File: config.mk
export PLATFORM = sky130hd
export DESIGN_NAME = sid_top
export DESIGN_NICKNAME = d
export VERILOG_FILES = /design/src/rtl/sid_pkg.sv /design/src/rtl/sid_reg_bank.sv /design/src/rtl/sid_envelope.sv /design/src/rtl/sid_voice_engine.sv /design/src/rtl/sid_mixer.sv /design/src/rtl/sid_pwm.sv /design/src/rtl/sid_top.sv
export SDC_FILE = /design/constraint.sdc
export NUM_CORES = 1
export LEC_CHECK = 0
export BUFFER_PORTS_ARGS = -buffer_cell sky130_fd_sc_hd__buf_2
export CAP_MARGIN = 5
export CORE_AREA = 2 2 125 248
export CTS_CLUSTER_SIZE = 10
export DETAILED_ROUTE_END_ITERATION = 12
export DIE_AREA = 0 0 127 250
export GPL_TIMING_DRIVEN = 0
export PLACE_DENSITY = 0.7
export SLEW_MARGIN = 10
export SYNTH_ARGS = -nofsm -noshare
export SYNTH_HDL_FRONTEND = slang
export SYNTH_HIERARCHICAL = 1
export SYNTH_SLANG_ARGS = --single-unit
export TNS_END_PERCENT = 1
File: constraint.sdc
create_clock -name clk -period 12.6 [get_ports clk]
set_input_delay 0 -clock clk [delete_from_list [all_inputs] [get_ports clk]]
set_output_delay 0 -clock clk [all_outputs]
set_load 0.01 [all_outputs]
File: src/rtl/sid_pkg.sv
package sid_pkg;

    // ========================================
    // Widths and constants
    // ========================================

    // Frequency register and phase accumulator
    localparam int FREQ_W      = 16;
    // Generic register byte, LFSR and sample
    localparam int BYTE_W      = 8;
    localparam int ENV_W       = 4;
    // Shared envelope prescaler
    localparam int PRESC_W     = 23;
    // Waveform times envelope
    localparam int VOICE_OUT_W = 12;
    localparam int MIX_W       = 10;
    // Voice index on the bus and in the sequencer
    localparam int SLOT_W      = 2;

    localparam logic [BYTE_W-1:0] LFSR_SEED = 8'h01;

    // Bit positions inside the waveform control byte
    localparam int WF_GATE  = 0;
    localparam int WF_TEST  = 3;
    localparam int WF_TRI   = 4;
    localparam int WF_SAW   = 5;
    localparam int WF_PULSE = 6;
    localparam int WF_NOISE = 7;

    // ========================================
    // Enums and structs
    // ========================================

    // Per-voice register map, addresses 3 and 7 unused
    typedef enum logic [2:0] {
        FREQ_LO  = 3'd0,
        FREQ_HI  = 3'd1,
        PULSE_W  = 3'd2,
        ATTACK   = 3'd4,
        SUSTAIN  = 3'd5,
        WAVEFORM = 3'd6
    } reg_addr_e;

    typedef enum logic [1:0] {
        ENV_IDLE,
        ENV_ATTACK,
        ENV_DECAY,
        ENV_RELEASE
    } env_state_e;

    // Register write bus, write fires on rising wr_en
    typedef struct packed {
        logic              wr_en;
        logic [SLOT_W-1:0] voice;
        reg_addr_e         addr;
        logic [BYTE_W-1:0] data;
    } reg_wr_t;

    // One voice's configuration
    typedef struct packed {
        logic [FREQ_W-1:0] freq;
        logic [BYTE_W-1:0] pulse_w;
        // Decay rate high nibble, attack rate low nibble
        logic [BYTE_W-1:0] attack;
        // Release rate high nibble, sustain level low nibble
        logic [BYTE_W-1:0] sustain;
        logic [BYTE_W-1:0] waveform;
    } voice_cfg_t;

    // One voice's running state
    typedef struct packed {
        logic [FREQ_W-1:0] acc;
        logic [BYTE_W-1:0] lfsr;
        logic [ENV_W-1:0]  env;
        env_state_e        env_state;
        logic              last_gate;
    } voice_state_t;

endpackage

File: src/rtl/sid_reg_bank.sv
`timescale 1ns/10ps

module sid_reg_bank #(
    parameter int NUM_VOICES = 3
) (
    input  logic                clk,
    input  logic                rst_n,
    input  sid_pkg::reg_wr_t    reg_wr,
    output sid_pkg::voice_cfg_t cfg [NUM_VOICES]
);
    import sid_pkg::*;

    // ========================================
    // Write strobe edge detect
    // ========================================

    logic wr_en_d;
    logic wr_rise;

    // Previous level of the write enable
    always_ff @(posedge clk or negedge rst_n) begin
        if (!rst_n) begin
            wr_en_d <= 1'b0;
        end else begin
            wr_en_d <= reg_wr.wr_en;
        end
    end

    // One write per low-to-high transition
    assign wr_rise = reg_wr.wr_en && !wr_en_d;

    // ========================================
    // Per-voice configuration registers
    // ========================================

    always_ff @(posedge clk or negedge rst_n) begin
        if (!rst_n) begin
            for (int v = 0; v < NUM_VOICES; v++) begin
                cfg[v] <= '0;
            end
        end else if (wr_rise) begin
            for (int v = 0; v < NUM_VOICES; v++) begin
                // Voice numbers past the last voice never match
                if (reg_wr.voice == SLOT_W'(v)) begin
                    case (reg_wr.addr)
                        FREQ_LO:  cfg[v].freq[7:0]  <= reg_wr.data;
                        FREQ_HI:  cfg[v].freq[15:8] <= reg_wr.data;
                        PULSE_W:  cfg[v].pulse_w    <= reg_wr.data;
                        ATTACK:   cfg[v].attack     <= reg_wr.data;
                        SUSTAIN:  cfg[v].sustain    <= reg_wr.data;
                        WAVEFORM: cfg[v].waveform   <= reg_wr.data;
                        // Unmapped addresses are dropped
                        default: ;
                    endcase
                end
            end
        end
    end

endmodule

File: src/rtl/sid_envelope.sv
`timescale 1ns/10ps

module sid_envelope (
    input  sid_pkg::voice_state_t         state,
    input  sid_pkg::voice_cfg_t           cfg,
    input  logic [sid_pkg::PRESC_W-1:0]   presc,
    output logic [sid_pkg::ENV_W-1:0]     next_env,
    output sid_pkg::env_state_e           next_env_state
);
    import sid_pkg::*;

    logic [3:0]         rate;
    logic [4:0]         tick_len;
    logic [PRESC_W-1:0] tick_mask;
    logic               tick;
    logic               gate;
    logic               gate_rise;
    logic [ENV_W-1:0]   sustain_lvl;

    assign gate        = cfg.waveform[WF_GATE];
    assign gate_rise   = gate && !state.last_gate;
    assign sustain_lvl = cfg.sustain[3:0];

    // ========================================
    // Rate select and tick decode
    // ========================================

    always_comb begin
        case (state.env_state)
            ENV_ATTACK:  rate = cfg.attack[3:0];
            ENV_DECAY:   rate = cfg.attack[7:4];
            ENV_RELEASE: rate = cfg.sustain[7:4];
            default:     rate = 4'd0;
        endcase
    end

    // Tick needs the low 9+rate prescaler bits set
    always_comb begin
        tick_len = 5'd9 + {1'b0, rate};
        // Rates 14 and 15 both use the full prescaler
        if (tick_len > 5'(PRESC_W)) begin
            tick_len = 5'(PRESC_W);
        end
        tick_mask = ~({PRESC_W{1'b1}} << tick_len);
        tick      = &(presc | ~tick_mask);
    end

    // ========================================
    // Next envelope state
    // ========================================

    always_comb begin
        next_env       = state.env;
        next_env_state = state.env_state;
        case (state.env_state)
            ENV_IDLE: begin
                next_env = '0;
                if (gate_rise) begin
                    next_env_state = ENV_ATTACK;
                end
            end
            ENV_ATTACK: begin
                if (!gate) begin
                    next_env_state = ENV_RELEASE;
                end else if (state.env == '1) begin
                    next_env_state = ENV_DECAY;
                end else if (tick) begin
                    next_env = state.env + 1'b1;
                end
            end
            ENV_DECAY: begin
                if (!gate) begin
                    next_env_state = ENV_RELEASE;
                end else if (state.env > sustain_lvl && tick) begin
                    // Falls toward sustain and parks there
                    next_env = state.env - 1'b1;
                end
            end
            default: begin
                // Release, a fresh gate retriggers attack
                if (gate_rise) begin
                    next_env_state = ENV_ATTACK;
                end else if (state.env == '0) begin
                    next_env_state = ENV_IDLE;
                end else if (tick) begin
                    next_env = state.env - 1'b1;
                end
            end
        endcase
    end

endmodule

File: src/rtl/sid_voice_engine.sv
`timescale 1ns/10ps

module sid_voice_engine #(
    parameter int NUM_VOICES = 3
) (
    input  logic                          clk,
    input  logic                          rst_n,
    input  sid_pkg::voice_cfg_t           cfg [NUM_VOICES],
    output logic [sid_pkg::BYTE_W-1:0]    voice_val,
    output logic [sid_pkg::SLOT_W-1:0]    slot
);
    import sid_pkg::*;

    localparam voice_state_t STATE_RST = '{
        acc:       '0,
        lfsr:      LFSR_SEED,
        env:       '0,
        env_state: ENV_IDLE,
        last_gate: 1'b0
    };

    logic [PRESC_W-1:0]     presc;
    voice_state_t           state [NUM_VOICES];
    voice_state_t           cur;
    voice_cfg_t             cur_cfg;
    voice_state_t           nxt;
    logic [ENV_W-1:0]       nxt_env;
    env_state_e             nxt_env_state;
    logic [BYTE_W-1:0]      tri_wave;
    logic [BYTE_W-1:0]      wave;
    logic [VOICE_OUT_W-1:0] scaled;
    logic                   test;

    // ========================================
    // Sequencer and shared prescaler
    // ========================================

    always_ff @(posedge clk or negedge rst_n) begin
        if (!rst_n) begin
            slot  <= '0;
            presc <= '0;
        end else begin
            presc <= presc + 1'b1;
            // Round robin over the voices
            if (slot == SLOT_W'(NUM_VOICES - 1)) begin
                slot <= '0;
            end else begin
                slot <= slot + 1'b1;
            end
        end
    end

    // Current voice view
    assign cur     = state[slot];
    assign cur_cfg = cfg[slot];
    assign test    = cur_cfg.waveform[WF_TEST];

    // ========================================
    // Waveform mix and envelope scaling
    // ========================================

    // Triangle folds on the top phase bit, saw enabled cancels the fold
    assign tri_wave = cur.acc[14:7] ^
                      (cur_cfg.waveform[WF_SAW] ? '0 : {BYTE_W{cur.acc[15]}});

    always_comb begin
        wave = '0;
        if (cur_cfg.waveform[WF_TRI])   wave = wave | tri_wave;
        if (cur_cfg.waveform[WF_SAW])   wave = wave | cur.acc[15:8];
        if (cur_cfg.waveform[WF_PULSE]) wave = wave | {BYTE_W{cur.acc[15:8] > cur_cfg.pulse_w}};
        if (cur_cfg.waveform[WF_NOISE]) wave = wave | cur.lfsr;
        scaled = wave * cur.env;
    end

    // Upper byte of the product
    assign voice_val = scaled[VOICE_OUT_W-1 -: BYTE_W];

    // ========================================
    // Next state of the current voice
    // ========================================

    sid_envelope env_i (
        .state          (cur),
        .cfg            (cur_cfg),
        .presc          (presc),
        .next_env       (nxt_env),
        .next_env_state (nxt_env_state)
    );

    always_comb begin
        // Test bit holds phase and noise at their seeds
        nxt.acc       = test ? '0 : cur.acc + cur_cfg.freq;
        nxt.lfsr      = test ? LFSR_SEED : {cur.lfsr[6:0], cur.lfsr[3] ^ cur.lfsr[7]};
        nxt.env       = nxt_env;
        nxt.env_state = nxt_env_state;
        nxt.last_gate = cur_cfg.waveform[WF_GATE];
    end

    // Only the voice in its slot advances
    always_ff @(posedge clk or negedge rst_n) begin
        if (!rst_n) begin
            for (int v = 0; v < NUM_VOICES; v++) begin
                state[v] <= STATE_RST;
            end
        end else begin
            for (int v = 0; v < NUM_VOICES; v++) begin
                if (slot == SLOT_W'(v)) begin
                    state[v] <= nxt;
                end
            end
        end
    end

endmodule

File: src/rtl/sid_mixer.sv
`timescale 1ns/10ps

module sid_mixer #(
    parameter int NUM_VOICES = 3
) (
    input  logic                        clk,
    input  logic                        rst_n,
    input  logic [sid_pkg::BYTE_W-1:0]  voice_val,
    input  logic [sid_pkg::SLOT_W-1:0]  slot,
    output logic [sid_pkg::BYTE_W-1:0]  sample
);
    import sid_pkg::*;

    logic [MIX_W-1:0] mix_acc;

    // Slot 0 closes the previous round and opens the next one
    always_ff @(posedge clk or negedge rst_n) begin
        if (!rst_n) begin
            mix_acc <= '0;
            sample  <= '0;
        end else if (slot == '0) begin
            // Sum over the round divided by four
            sample  <= mix_acc[MIX_W-1:2];
            mix_acc <= MIX_W'(voice_val);
        end else begin
            mix_acc <= mix_acc + MIX_W'(voice_val);
        end
    end

endmodule

File: src/rtl/sid_pwm.sv
`timescale 1ns/10ps

module sid_pwm (
    input  logic                        clk,
    input  logic                        rst_n,
    input  logic [sid_pkg::BYTE_W-1:0]  sample,
    output logic                        pwm
);
    import sid_pkg::*;

    logic [BYTE_W-1:0] pwm_cnt;

    // Free-running ramp, period of 256 clocks
    always_ff @(posedge clk or negedge rst_n) begin
        if (!rst_n) begin
            pwm_cnt <= '0;
        end else begin
            pwm_cnt <= pwm_cnt + 1'b1;
        end
    end

    // High for sample clocks out of every 256
    assign pwm = pwm_cnt < sample;

endmodule

File: src/rtl/sid_top.sv
`timescale 1ns/10ps

module sid_top #(
    parameter int NUM_VOICES = 3
) (
    input  logic                        clk,
    input  logic                        rst_n,
    input  sid_pkg::reg_wr_t            reg_wr,
    output logic [sid_pkg::BYTE_W-1:0]  sample,
    output logic                        pwm
);
    import sid_pkg::*;

    voice_cfg_t        cfg [NUM_VOICES];
    logic [BYTE_W-1:0] voice_val;
    logic [SLOT_W-1:0] slot;

    // ========================================
    // Register bank and voice engine
    // ========================================

    sid_reg_bank #(
        .NUM_VOICES (NUM_VOICES)
    ) reg_bank_i (
        .clk    (clk),
        .rst_n  (rst_n),
        .reg_wr (reg_wr),
        .cfg    (cfg)
    );

    // One scaled voice per clock
    sid_voice_engine #(
        .NUM_VOICES (NUM_VOICES)
    ) engine_i (
        .clk       (clk),
        .rst_n     (rst_n),
        .cfg       (cfg),
        .voice_val (voice_val),
        .slot      (slot)
    );

    // ========================================
    // Mixer and audio output
    // ========================================

    sid_mixer #(
        .NUM_VOICES (NUM_VOICES)
    ) mixer_i (
        .clk       (clk),
        .rst_n     (rst_n),
        .voice_val (voice_val),
        .slot      (slot),
        .sample    (sample)
    );

    sid_pwm pwm_i (
        .clk    (clk),
        .rst_n  (rst_n),
        .sample (sample),
        .pwm    (pwm)
    );

endmodule

==> run_results.csv <==
group,metric,value,unit
worst_setup_path,cpPeakStageDelay,750,ps
power,p_sw,871,uW
floorplan,chipWidth,127,microns
layout,fin_nets,1711,
logic_synthesis,syn_inst,1548,
drt,ant_nets,0,
hold_path,hold_class,"input pin to asynchronous set/reset pin",
worst_setup_path,cp_slowest_cell,"buf_1",
sta,drv_slew,0,
worst_setup_path,cp_common_cell,"ha_1",
power,power_frac_comb,26.6,%
cts,clk_pin_slew,50,ps
drt,drc,0,
worst_setup_path,path_class,"flip-flop to flip-flop",
placement,place_hpwl,28300,microns
power,internal-power,1.88,mW
worst_setup_path,r2r-start,"engine_i/slot[1]",
worst_setup_path,critical_path_peak_fanout,10,
floorplan,initial_core_util,53.1,%
floorplan,die_area,31800,sq um
layout,area_growth,10.6,%
worst_setup_path,crit_required,12990,ps
power,ir_drop,111,uV
run_status,status,"completed",
worst_setup_path,reg2reg_depth,28,
layout,fillers,2496,
worst_setup_path,crit_family,"compound AO/OA/AOI/OAI gates",
floorplan,core,30000,sq um
power,power_leakage,8.13,nW
sta,finalCritPeriodShare,70.4,%
cts,clk_latency,530,ps
sta,rsz0062_at_grt,"false",
layout,insertedDiodeCount,0,
placement,portBuffers,24,
worst_setup_path,ff2ff_setup_slack,3730,ps
global_routing,antenna_found_initial,0,
power,p_per_area,156,nW/um^2
sta,hold_violations,0,
global_routing,grt_pass1_wl,64900,microns
power,p_total,2.75,mW
drt,first_iter_violations,761,
power,power_frac_clock,31.5,%
sta,relSlewSlack,32.9,%
layout,final_cell_mix,"dfrtp_1, nand2_1, mux2_2",
cts,cts_root_buffer,"clkbuf_16",
global_routing,grt_max_degree,118,
worst_setup_path,timing.critical_path.buf_inv,7,
cts,htreeDepth,2,
sta,holdWs,8.88,ps
worst_setup_path,arrival,9260,ps
job,maxCapViolCount,0,
floorplan,io-pin-count,25,
cts,ctsLongestPathBuffers,3,
worst_setup_path,r2r-end,"mixer_i/mix_acc[9]",
cts,cts_tree,"yes",
cts,cts_resized,0,
drt,first_pass_iters,9,
power,switching_share,31.7,%
layout,final_common_cell,"dfrtp_1",
global_routing,grt_pass1_vias,12300,
sta,finalWorstSetupSlack,3730,ps
sta,finalSetupTns,0,ps
drt,wl,40000,microns
logic_synthesis,synthesis.area,15900,sq um
drt,routed-via-count,11900,
placement,post-place-ws,3790,ps
placement,gp_congestion,0.893,
cts,cts_buffers,34,
drt,avgRoutedWirePerCell,20.0,microns
cts,numClockSinks,283,
global_routing,gr-usage-all-layers,25.7,%
logic_synthesis,synth_nets,1639,
sta,finalCriticalPeriod,8870,ps
floorplan,die_h,250,microns
layout,finalNonFillerCells,1998,
layout,drive_gt1_share,15.6,%
layout,multi_input_area,8270,sq um
power,pwr-share-seq,41.9,%
floorplan,rows,90,
worst_setup_path,cp-start-kind,"flip-flop",
logic_synthesis,ys_warn_count,6,
worst_setup_path,endpoint_kind,"flip-flop",
sta,max_freq,113,MHz
sta,worstMarginPinSlew,1000,ps
drt,viasPerCell,5.93,
global_routing,gr-total-overflow,0,
sta,skew,23.1,ps
sta,setup_viol,0,
placement,place_inst,1942,
logic_synthesis,postSynthAreaPerCell,10.3,sq um
layout,seqCellArea,7090,sq um
## area by class of cell
class	instances	area share (%)
multi-input cells	1138	47.0
flip-flops and latches	283	40.3
clock buffers	45	5.31
well taps	368	2.62
plain buffers	71	1.87
repair buffers	36	1.62
inverters	56	1.24
clock inverters	1	0.0498
## repair_timing
item / CTS / global route
setup buffers: 0 / 0
hold endpoints to repair: 143 / 0
hold buffers: 10 / 0
## worst reg2reg max path, delay by kind of cell (launching register included)
family,cells,cell delay (ps)
AOI/OAI and AO/OA,10,2570
buffers and inverters,7,2550
adders and majority gates,5,1860
and+or+nand+nor,4,1060
DFF,1,380
muxes,2,300
## worst max-delay path by stage
stage                startpoint            endpoint  slack (ps)  cells after the start
6_report       engine_i/slot[1]  mixer_i/mix_acc[9]        3730                     28
3_3_place_gp   engine_i/slot[1]  mixer_i/mix_acc[6]        3930                     29
3_5_place_dp   engine_i/slot[1]  mixer_i/mix_acc[9]        3790                     28
4_1_cts        engine_i/slot[1]  mixer_i/mix_acc[9]        3790                     28
5_1_grt        engine_i/slot[1]  mixer_i/mix_acc[7]        3160                     29
2_1_floorplan  engine_i/slot[1]  mixer_i/mix_acc[8]        5540                     29
## routing by layer
metal  part of all wire [%]  track usage, %  vias to the layer above
met5                      0               0                        -
met4                    3.6            10.4                        0
met3                    4.6            3.15                       92
met2                     51            44.9                      322
met1                     41            32.0                     5873
li1                       -               -                     5570
## power groups by stage
stage                     Combinational [mW]  Sequential (mW)  Clock (mW)
after global placement                 0.688             1.16           0
after CTS                              0.727             1.15       0.888
final                                  0.732             1.15       0.867
after global routing                   0.819             1.17       0.915
after floorplan                        0.547             1.14           0
after detailed placement               0.719             1.17           0
## through the flow
stage               area [sq um]  util, %
finish                     17600     58.7
CTS                        17600     58.7
global placement           16500     55.0
detailed placement         16500     55.2
global route               17600     58.7
floorplan                  15900        -
## flip-flops by register name, summed over array words and instances (netlist names)
register            flops
reg_bank_i/cfg        138
mixer_i/sample          8
mixer_i/mix_acc        10
reg_bank_i/wr_en_d      1
engine_i/slot           2
pwm_i/pwm_cnt           8
engine_i/state         93
engine_i/presc         23
Note: power is estimated with default switching activity, not from simulation.
